--- src/logic/mips_consts.svh ---
`ifndef MIPS_CONSTS_SVH
`define MIPS_CONSTS_SVH

// Datapath and register file geometry.
`define MIPS_XLEN   32
`define MIPS_REG_AW 5
`define MIPS_NREGS  32

`define MIPS_RESET_PC 32'h0000_0000

// Primary opcode field, inst[31:26].
`define MIPS_OPC_SPECIAL 6'h00
`define MIPS_OPC_ADDIU   6'h09
`define MIPS_OPC_LW      6'h23
`define MIPS_OPC_SW      6'h2B

// Function field of SPECIAL, inst[5:0].
`define MIPS_FUNCT_ADDU 6'h21
`define MIPS_FUNCT_SUBU 6'h23
`define MIPS_FUNCT_AND  6'h24
`define MIPS_FUNCT_OR   6'h25
`define MIPS_FUNCT_SLT  6'h2A

`endif

--- src/logic/mips_pkg.sv ---
`include "mips_consts.svh"

package mips_pkg;

        typedef enum logic [3:0] {
                OP_NOP, OP_ADDU, OP_SUBU, OP_AND, OP_OR,
                OP_SLT, OP_ADDIU, OP_LW, OP_SW
        } alu_op_e;

        typedef enum logic [1:0] {
                MEM_NONE, MEM_LOAD, MEM_STORE
        } mem_op_e;

        // Output of the decode stage, operands already forwarded.
        typedef struct packed {
                alu_op_e                 op;
                logic [`MIPS_REG_AW-1:0] dst;     // Zero when nothing is written.
                logic [`MIPS_XLEN-1:0]   rs_val;
                logic [`MIPS_XLEN-1:0]   rt_val;
                logic [15:0]             imm;     // Sign extended in execute.
        } decoded_t;

        typedef struct packed {
                mem_op_e                 mem_op;
                logic [`MIPS_REG_AW-1:0] dst;
                logic [`MIPS_XLEN-1:0]   result;  // ALU value or data-bus address.
                logic [`MIPS_XLEN-1:0]   wdata;
                logic                    we;
        } ex_result_t;

endpackage

--- src/logic/fwd_if.sv ---
`timescale 1ns/1ps
`include "mips_consts.svh"

// Pending register result of one pipeline stage, seen by decode.
interface fwd_if;
        logic                    we;
        logic [`MIPS_REG_AW-1:0] addr;
        logic [`MIPS_XLEN-1:0]   data;
        logic                    is_load;   // Data comes from the bus later.

        modport producer (
                output we,
                output addr,
                output data,
                output is_load
        );

        modport consumer (
                input we,
                input addr,
                input data,
                input is_load
        );
endinterface

--- src/logic/execute_stage.sv ---
`timescale 1ns/1ps
`include "mips_consts.svh"

module execute_stage (
        input  logic                 clk,
        input  logic                 rst_n,
        input  logic                 en_idex_i,
        input  logic                 bubble_i,
        input  mips_pkg::decoded_t   dec_i,
        input  logic                 en_exmm_i,
        output mips_pkg::ex_result_t res_o,
        fwd_if.producer              ex_fwd
);
        import mips_pkg::*;

        localparam decoded_t DEC_NOP = '0;

        decoded_t              id_ex;
        logic [`MIPS_XLEN-1:0] imm_ext;
        logic [`MIPS_XLEN-1:0] alu_out;

        always_ff @(posedge clk or negedge rst_n) begin
                if (!rst_n) begin
                        id_ex <= DEC_NOP;
                end else if (en_idex_i) begin
                        id_ex <= bubble_i ? DEC_NOP : dec_i;
                end else if (en_exmm_i) begin
                        id_ex <= DEC_NOP;   // EX drains while ID holds.
                end
        end

        assign imm_ext = {{16{id_ex.imm[15]}}, id_ex.imm};

        always_comb begin
                case (id_ex.op)
                OP_ADDU:  alu_out = id_ex.rs_val + id_ex.rt_val;
                OP_SUBU:  alu_out = id_ex.rs_val - id_ex.rt_val;
                OP_AND:   alu_out = id_ex.rs_val & id_ex.rt_val;
                OP_OR:    alu_out = id_ex.rs_val | id_ex.rt_val;
                OP_SLT:   alu_out = {31'b0, $signed(id_ex.rs_val) < $signed(id_ex.rt_val)};
                OP_ADDIU, OP_LW, OP_SW:
                          alu_out = id_ex.rs_val + imm_ext;
                default:  alu_out = '0;
                endcase
        end

        always_comb begin
                case (id_ex.op)
                OP_LW:   res_o.mem_op = MEM_LOAD;
                OP_SW:   res_o.mem_op = MEM_STORE;
                default: res_o.mem_op = MEM_NONE;
                endcase
                res_o.dst    = id_ex.dst;
                res_o.result = alu_out;
                res_o.wdata  = id_ex.rt_val;
                res_o.we     = id_ex.dst != '0;   // Decode zeroes dst for non-writers.
        end

        assign ex_fwd.we      = res_o.we;
        assign ex_fwd.addr    = res_o.dst;
        assign ex_fwd.data    = alu_out;
        assign ex_fwd.is_load = res_o.mem_op == MEM_LOAD;
endmodule

--- src/logic/fetch_decode.sv ---
`timescale 1ns/1ps
`include "mips_consts.svh"

module fetch_decode (
        input  logic                    clk,
        input  logic                    rst_n,
        input  logic                    en_pc_i,
        input  logic                    en_ifid_i,
        input  logic [`MIPS_XLEN-1:0]   inst_i,
        input  logic [`MIPS_XLEN-1:0]   rs_val_i,
        input  logic [`MIPS_XLEN-1:0]   rt_val_i,
        output logic [`MIPS_XLEN-1:0]   pc_o,
        output logic [`MIPS_REG_AW-1:0] rs_addr_o,
        output logic [`MIPS_REG_AW-1:0] rt_addr_o,
        output mips_pkg::decoded_t      dec_o,
        fwd_if.consumer                 ex_fwd,
        fwd_if.consumer                 mm_fwd
);
        import mips_pkg::*;

        logic [`MIPS_XLEN-1:0] pc_q;
        logic [`MIPS_XLEN-1:0] inst_q;
        logic [5:0]            opcode;
        logic [5:0]            funct;
        logic                  ex_ok, mm_ok;

        always_ff @(posedge clk or negedge rst_n) begin
                if (!rst_n) begin
                        pc_q   <= `MIPS_RESET_PC;
                        inst_q <= '0;             // All-zero word decodes as a NOP.
                end else begin
                        if (en_pc_i)
                                pc_q <= pc_q + 32'd4;
                        if (en_ifid_i)
                                inst_q <= inst_i;
                end
        end

        assign pc_o      = pc_q;
        assign opcode    = inst_q[31:26];
        assign funct     = inst_q[5:0];
        assign rs_addr_o = inst_q[25:21];
        assign rt_addr_o = inst_q[20:16];

        // A load still in EX has no data yet; the hazard controller bubbles it away.
        assign ex_ok = ex_fwd.we && !ex_fwd.is_load && ex_fwd.addr != '0;
        assign mm_ok = mm_fwd.we && !mm_fwd.is_load && mm_fwd.addr != '0;

        function automatic logic [`MIPS_XLEN-1:0] operand(
                input logic [`MIPS_REG_AW-1:0] ra,
                input logic [`MIPS_XLEN-1:0]   rf_val
        );
                if (ex_ok && ex_fwd.addr == ra)
                        return ex_fwd.data;
                if (mm_ok && mm_fwd.addr == ra)
                        return mm_fwd.data;
                return rf_val;
        endfunction

        always_comb begin
                dec_o.op     = OP_NOP;
                dec_o.dst    = inst_q[20:16];
                dec_o.rs_val = operand(rs_addr_o, rs_val_i);
                dec_o.rt_val = operand(rt_addr_o, rt_val_i);
                dec_o.imm    = inst_q[15:0];
                case (opcode)
                `MIPS_OPC_SPECIAL: begin
                        dec_o.dst = inst_q[15:11];
                        case (funct)
                        `MIPS_FUNCT_ADDU: dec_o.op = OP_ADDU;
                        `MIPS_FUNCT_SUBU: dec_o.op = OP_SUBU;
                        `MIPS_FUNCT_AND:  dec_o.op = OP_AND;
                        `MIPS_FUNCT_OR:   dec_o.op = OP_OR;
                        `MIPS_FUNCT_SLT:  dec_o.op = OP_SLT;
                        default:          dec_o.op = OP_NOP;
                        endcase
                end
                `MIPS_OPC_ADDIU: dec_o.op = OP_ADDIU;
                `MIPS_OPC_LW:    dec_o.op = OP_LW;
                `MIPS_OPC_SW:    dec_o.op = OP_SW;
                default:         dec_o.op = OP_NOP;
                endcase
                if (dec_o.op == OP_NOP || dec_o.op == OP_SW)
                        dec_o.dst = '0;   // No register write.
        end
endmodule

--- src/logic/hazard_ctrl.sv ---
`timescale 1ns/1ps
`include "mips_consts.svh"

module hazard_ctrl (
        input  logic                    dbus_stall_i,
        input  logic [`MIPS_REG_AW-1:0] rs_addr_i,
        input  logic [`MIPS_REG_AW-1:0] rt_addr_i,
        output logic                    en_pc_o,
        output logic                    en_ifid_o,
        output logic                    en_idex_o,
        output logic                    bubble_o,
        output logic                    en_mem_o,
        fwd_if.consumer                 ex_fwd
);
        logic load_use;

        assign load_use = ex_fwd.is_load && ex_fwd.addr != '0 &&
                          (ex_fwd.addr == rs_addr_i || ex_fwd.addr == rt_addr_i);

        always_comb begin
                {en_pc_o, en_ifid_o, en_idex_o, en_mem_o} = 4'b1111;
                bubble_o = 1'b0;
                if (dbus_stall_i) begin
                        {en_pc_o, en_ifid_o, en_idex_o, en_mem_o} = 4'b0000;
                end else if (load_use) begin
                        en_pc_o   = 1'b0;   // Hold fetch and decode one cycle.
                        en_ifid_o = 1'b0;
                        bubble_o  = 1'b1;
                end
        end
endmodule

--- src/logic/mem_wb_stage.sv ---
`timescale 1ns/1ps
`include "mips_consts.svh"

module mem_wb_stage (
        input  logic                    clk,
        input  logic                    rst_n,
        input  logic                    en_i,
        input  mips_pkg::ex_result_t    res_i,
        input  logic [`MIPS_XLEN-1:0]   dbus_rddata_i,
        output logic [`MIPS_XLEN-1:0]   dbus_address_o,
        output logic                    dbus_read_o,
        output logic                    dbus_write_o,
        output logic [`MIPS_XLEN-1:0]   dbus_wrdata_o,
        output logic                    wb_we_o,
        output logic [`MIPS_REG_AW-1:0] wb_addr_o,
        output logic [`MIPS_XLEN-1:0]   wb_data_o,
        fwd_if.producer                 mm_fwd
);
        import mips_pkg::*;

        ex_result_t            ex_mm;
        logic [`MIPS_XLEN-1:0] mm_val;

        // Both registers freeze together while the data bus stalls.
        always_ff @(posedge clk or negedge rst_n) begin
                if (!rst_n) begin
                        ex_mm     <= '0;
                        wb_we_o   <= 1'b0;
                        wb_addr_o <= '0;
                        wb_data_o <= '0;
                end else if (en_i) begin
                        ex_mm     <= res_i;
                        wb_we_o   <= ex_mm.we;
                        wb_addr_o <= ex_mm.dst;
                        wb_data_o <= mm_val;
                end
        end

        assign dbus_address_o = ex_mm.result;
        assign dbus_wrdata_o  = ex_mm.wdata;
        assign dbus_read_o    = ex_mm.mem_op == MEM_LOAD;
        assign dbus_write_o   = ex_mm.mem_op == MEM_STORE;

        // Load data is valid in the cycle the transfer completes.
        assign mm_val = dbus_read_o ? dbus_rddata_i : ex_mm.result;

        assign mm_fwd.we      = ex_mm.we;
        assign mm_fwd.addr    = ex_mm.dst;
        assign mm_fwd.data    = mm_val;
        assign mm_fwd.is_load = 1'b0;   // Already on the bus by now.
endmodule

--- src/logic/mips_core.sv ---
`timescale 1ns/1ps
`include "mips_consts.svh"

module mips_core (
        input  logic                  clk,
        input  logic                  rst_n,
        output logic [`MIPS_XLEN-1:0] ibus_address_o,
        input  logic [`MIPS_XLEN-1:0] ibus_rddata_i,
        output logic [`MIPS_XLEN-1:0] dbus_address_o,
        output logic                  dbus_read_o,
        output logic                  dbus_write_o,
        output logic [`MIPS_XLEN-1:0] dbus_wrdata_o,
        input  logic [`MIPS_XLEN-1:0] dbus_rddata_i,
        input  logic                  dbus_stall_i
);
        import mips_pkg::*;

        logic [`MIPS_REG_AW-1:0] rs_addr;
        logic [`MIPS_REG_AW-1:0] rt_addr;
        logic [`MIPS_XLEN-1:0]   rs_val;
        logic [`MIPS_XLEN-1:0]   rt_val;
        decoded_t                dec;
        ex_result_t              res;
        logic                    wb_we;
        logic [`MIPS_REG_AW-1:0] wb_addr;
        logic [`MIPS_XLEN-1:0]   wb_data;
        logic                    en_pc, en_ifid, en_idex, bubble, en_mem;

        fwd_if ex_fwd ();
        fwd_if mm_fwd ();

        fetch_decode u_fetch_decode (
                .clk       (clk),
                .rst_n     (rst_n),
                .en_pc_i   (en_pc),
                .en_ifid_i (en_ifid),
                .inst_i    (ibus_rddata_i),
                .rs_val_i  (rs_val),
                .rt_val_i  (rt_val),
                .pc_o      (ibus_address_o),
                .rs_addr_o (rs_addr),
                .rt_addr_o (rt_addr),
                .dec_o     (dec),
                .ex_fwd    (ex_fwd),
                .mm_fwd    (mm_fwd)
        );

        reg_file u_reg_file (
                .clk       (clk),
                .rst_n     (rst_n),
                .rs_addr_i (rs_addr),
                .rt_addr_i (rt_addr),
                .wb_we_i   (wb_we),
                .wb_addr_i (wb_addr),
                .wb_data_i (wb_data),
                .rs_val_o  (rs_val),
                .rt_val_o  (rt_val)
        );

        execute_stage u_execute_stage (
                .clk       (clk),
                .rst_n     (rst_n),
                .en_idex_i (en_idex),
                .bubble_i  (bubble),
                .dec_i     (dec),
                .en_exmm_i (en_mem),
                .res_o     (res),
                .ex_fwd    (ex_fwd)
        );

        mem_wb_stage u_mem_wb_stage (
                .clk            (clk),
                .rst_n          (rst_n),
                .en_i           (en_mem),
                .res_i          (res),
                .dbus_rddata_i  (dbus_rddata_i),
                .dbus_address_o (dbus_address_o),
                .dbus_read_o    (dbus_read_o),
                .dbus_write_o   (dbus_write_o),
                .dbus_wrdata_o  (dbus_wrdata_o),
                .wb_we_o        (wb_we),
                .wb_addr_o      (wb_addr),
                .wb_data_o      (wb_data),
                .mm_fwd         (mm_fwd)
        );

        hazard_ctrl u_hazard_ctrl (
                .dbus_stall_i (dbus_stall_i),
                .rs_addr_i    (rs_addr),
                .rt_addr_i    (rt_addr),
                .en_pc_o      (en_pc),
                .en_ifid_o    (en_ifid),
                .en_idex_o    (en_idex),
                .bubble_o     (bubble),
                .en_mem_o     (en_mem),
                .ex_fwd       (ex_fwd)
        );
endmodule

--- src/logic/reg_file.sv ---
`timescale 1ns/1ps
`include "mips_consts.svh"

module reg_file (
        input  logic                    clk,
        input  logic                    rst_n,
        input  logic [`MIPS_REG_AW-1:0] rs_addr_i,
        input  logic [`MIPS_REG_AW-1:0] rt_addr_i,
        input  logic                    wb_we_i,
        input  logic [`MIPS_REG_AW-1:0] wb_addr_i,
        input  logic [`MIPS_XLEN-1:0]   wb_data_i,
        output logic [`MIPS_XLEN-1:0]   rs_val_o,
        output logic [`MIPS_XLEN-1:0]   rt_val_o
);
        logic [`MIPS_XLEN-1:0] regs [`MIPS_NREGS];

        always_ff @(posedge clk or negedge rst_n) begin
                if (!rst_n) begin
                        for (int i = 0; i < `MIPS_NREGS; i++)
                                regs[i] <= '0;
                end else if (wb_we_i && wb_addr_i != '0) begin
                        regs[wb_addr_i] <= wb_data_i;
                end
        end

        // The register being written this cycle reads as its new value.
        function automatic logic [`MIPS_XLEN-1:0] rd_port(input logic [`MIPS_REG_AW-1:0] ra);
                if (ra == '0)
                        return '0;
                if (wb_we_i && wb_addr_i == ra)
                        return wb_data_i;
                return regs[ra];
        endfunction

        assign rs_val_o = rd_port(rs_addr_i);
        assign rt_val_o = rd_port(rt_addr_i);
endmodule

--- config.mk ---
export PLATFORM = sky130hd
export DESIGN_NAME = mips_core
export DESIGN_NICKNAME = d
export VERILOG_FILES = /design/src/logic/mips_pkg.sv /design/src/logic/fwd_if.sv /design/src/logic/execute_stage.sv /design/src/logic/fetch_decode.sv /design/src/logic/hazard_ctrl.sv /design/src/logic/mem_wb_stage.sv /design/src/logic/mips_core.sv /design/src/logic/reg_file.sv
export VERILOG_INCLUDE_DIRS = /design/src /design/src/logic
export SDC_FILE = /design/constraint.sdc
export NUM_CORES = 2
export LEC_CHECK = 0
export BUFFER_PORTS_ARGS = -buffer_cell sky130_fd_sc_hd__buf_2
export CORE_MARGIN = 2
export CORE_UTILIZATION = 50
export DETAILED_ROUTE_END_ITERATION = 10
export PLACE_DENSITY = 0.69
export RECOVER_POWER = 50
export SKIP_CTS_REPAIR_TIMING = 1
export SLEW_MARGIN = 20
export SYNTH_ARGS = -nofsm -noshare
export SYNTH_HDL_FRONTEND = slang
export SYNTH_SLANG_ARGS = --single-unit
--- constraint.sdc ---
create_clock -name clk -period 4.03 [get_ports clk]
set_clock_uncertainty 0.15 [all_clocks]
set_input_delay 0.806 -clock clk [delete_from_list [all_inputs] [get_ports clk]]
set_output_delay 0.806 -clock clk [all_outputs]
set_load 0.05 [all_outputs]
==> flow_summary.json <==
{
  "crit_end": "u_execute_stage.res_o[27]",
  "clock_sinks": 1285,
  "yosysTopAreaCellShare": 0.4426,
  "yosys-top-cells-count": "1285 x dfrtp_1, 1106 x mux2_2, 478 x mux4_2",
  "synthFlopType": "dfrtp_1",
  "area_growth_pct": 12.43,
  "max_freq_mhz": 246.6,
  "hp-class": "input port to flop",
  "grt_max_degree": 137,
  "initial_core_util": 0.5051,
  "fin_crit_ns": 4.055,
  "preCtsSetupSlack_ns": -0.3669,
  "highest_layer": "met5",
  "maxCapViolCount": 11,
  "seq_area_frac_synth": 0.4426,
  "cts_tree": "done",
  "total_power_mw": 33.60,
  "rows": 139,
  "layout_setup_ws_ns": -0.02488,
  "ios": 165,
  "p_int_mw": 23.38,
  "grt_overflow": 0,
  "worst_slew_pin_slew_ns": 2.491,
  "hold_path_depth": 3,
  "dp_cells": 7420,
  "synth_top_cell_by_area": "dfrtp_1",
  "ir_drop_v": 0.0004762,
  "leakage_nw": 37.57,
  "routabilityCongestion": 0.9621,
  "fp.dieW_um": 385.2,
  "fin_area_um2": 81670,
  "drc": 0,
  "ys_warn_count": 0,
  "synth_cell_types": 89,
  "status": "complete, but fails checks",
  "synth_area_leaders": "dfrtp_1 44%, mux2_2 17%, mux4_2 15%",
  "cp_max_fo": 9,
  "combPwrFrac": 0.183,
  "cp-start-kind": "flop",
  "first_pass_iters": 6,
  "clk_pin_slew_ns": 0.06,
  "io_buffer_count": 162,
  "slew_violations": 1049,
  "routedWlPerCell_um": 30.34,
  "cts_buffer_depth": 3,
  "dieArea_um2": 148400,
  "final_net_count": 5871,
  "synth-seq-cells": 1285,
  "instances_no_fill": 7690,
  "synthCells": 5599,
  "ff2ff_setup_slack_ns": -0.02,
  "power_density_nw_per_um2": 411.4,
  "finalSetupViolations": 3,
  "end_kind": "flop",
  "reg2reg_from": "u_execute_stage.id_ex[87]",
  "p_sw_mw": 10.22,
  "cts_root_buf": "clkbuf_16",
  "synth_edf_count": 0,
  "grt_pass1_wl_mm": 345.8,
  "finalHoldViolCount": 0,
  "crit_start": "u_execute_stage.id_ex[87]",
  "timing.final.crit_share": 1.006,
  "via_per_inst": 6.658,
  "crit_type": "flop to flop",
  "rsz0062_at_grt": "yes",
  "avgSynthCellArea_um2": 12.97,
  "synth.most_common_cell": "dfrtp_1",
  "hpwl_mm": 151.0,
  "track_usage": 0.3150,
  "routed-via-count": 51202,
  "p_sw_frac": 0.3043,
  "numCtsBuffers": 140,
  "relSlewSlack": -0.6604,
  "htreeDepth": 4,
  "wl_met2_mm": 108.4,
  "placed_cell_area_um2": 76510,
  "wirelength_mm": 233.3,
  "grt_pass1_vias": 51845,
  "worstPathArrival_ns": 4.57,
  "r2r-end": "u_execute_stage.res_o[27]",
  "wl_met3_mm": 21.72,
  "holdWs_ns": 0.05299,
  "async_reset_ff_frac": 1.000,
  "syn_area_um2": 72650,
  "pwr-share-seq": 0.423,
  "drive_gt1_frac": 0.4315,
  "wl_met1_mm": 93.06,
  "coreArea_um2": 143800,
  "antenna_found_initial": 2,
  "ant_nets": 0,
  "worstPathRequired_ns": 4.55,
  "reg2reg_depth": 16,
  "violations": "max-capacitance violations, max-slew violations, negative setup slack",
  "clkLatencyLatePin_ns": 0.80,
  "clkPwrFrac": 0.394,
  "drt_iter0_markers": 5623,
  "fp.dieH_um": 385.2
}
[placed cells by master (no fill, tap or decap), drive strengths merged, types with 60 or more instances in the layout]
cell    synthesis  final
dfrtp        1285   1285
mux2         1107   1107
buf           262    509
mux4          478    478
nand2         276    276
a21oi         228    228
clkbuf        343    226
mux2i         212    212
nor2          173    173
o21ai         150    150
ha            135    135
inv           113    124
xnor2          77     77
o22ai          73     73
o221ai         65     65
a221oi         60     60
[per-stage QoR]
step             util  setup TNS [ns]
2_1_floorplan       -               0
3_3_place_gp   0.5319          -7.904
3_5_place_dp   0.5319          -8.251
4_1_cts        0.5646          -9.109
5_1_grt        0.5678          -2.436
6_report       0.5679        -0.04970
[final cells by class]
type,count,area (um^2)
Fill cell,11471,62150
Multi-Input combinational cell,3597,37830
Clock buffer,206,4104
Timing Repair Buffer,530,4133
Inverter,113,425.4
Clock inverter,53,589.3
Tap cell,1903,2381
Antenna cell,3,7.507
Sequential cell,1285,32200
[sequential cells by signal, indices dropped and copies added, names as in the netlist]
name,count
u_execute_stage.id_ex,52
u_execute_stage.ex_fwd.addr,5
u_mem_wb_stage.ex_mm,2
u_fetch_decode.pc_o,30
u_mem_wb_stage.wb_we_o,1
u_fetch_decode.inst_q,32
u_mem_wb_stage.mm_fwd.addr,5
u_reg_file.regs,1024
u_execute_stage.res_o,32
u_mem_wb_stage.dbus_address_o,32
u_mem_wb_stage.wb_addr_o,5
u_mem_wb_stage.dbus_wrdata_o,32
u_mem_wb_stage.mm_fwd.we,1
u_mem_wb_stage.wb_data_o,32
[routing by layer]
metal / track usage / vias to the layer above
li1: - / 21208
met1: 0.4214 / 26986
met2: 0.4907 / 2448
met3: 0.08201 / 558
met4: 0.1272 / 2
met5: 0 / -
[power groups by stage]
stage / Clock [mW] / Sequential [mW] / Combinational [mW]
detailed placement: 0 / 14.4 / 5.93
global route: 14.0 / 14.3 / 6.54
global placement: 0 / 14.4 / 5.90
finish: 13.2 / 14.2 / 6.14
CTS: 13.4 / 14.2 / 5.96
floorplan: 0 / 14.1 / 3.98
[worst max-delay path: stages, from the launching register on]
cell      delay [ns]
dfrtp_1         0.39
buf_4           0.14
buf_4           0.13
a21oi_4         0.13
buf_12          0.15
buf_4           0.20
mux2_2          0.37
ha_1            0.23
a21oi_2         0.16
o21ai_1         0.13
nand4b_1        0.24
nor3_4          0.39
nor2_2          0.10
a31oi_1         0.19
xnor2_1         0.14
a2111o_1        0.43
a32o_1          0.25
[how the worst min path moves through the flow]
| stage | from | end |
|---|---|---|
| after global placement | u_reg_file.regs[998] | u_reg_file.regs[998] |
| after global routing | ibus_rddata_i[1] | u_fetch_decode.inst_q[1] |
| after floorplan | u_reg_file.regs[998] | u_reg_file.regs[998] |
| after detailed placement | u_reg_file.regs[998] | u_reg_file.regs[998] |
| after CTS | rst_n | u_mem_wb_stage.dbus_address_o[6] |
| final | ibus_rddata_i[3] | u_fetch_decode.inst_q[3] |
[cell families after synthesis]
group / count (synthesis) / synth area share
AO/OA/AOI/OAI: 872 / 0.08076
XOR/XNOR: 110 / 0.01326
adder cells (fa/ha/maj): 137 / 0.02380
buffers and inverters: 718 / 0.04754
flip-flops: 1285 / 0.4426
multiplexers: 1797 / 0.3490
other: 1 / 0.00005162
AND/OR/NAND/NOR: 679 / 0.04290
No activity file was read; power rests on OpenSTA's default activity.
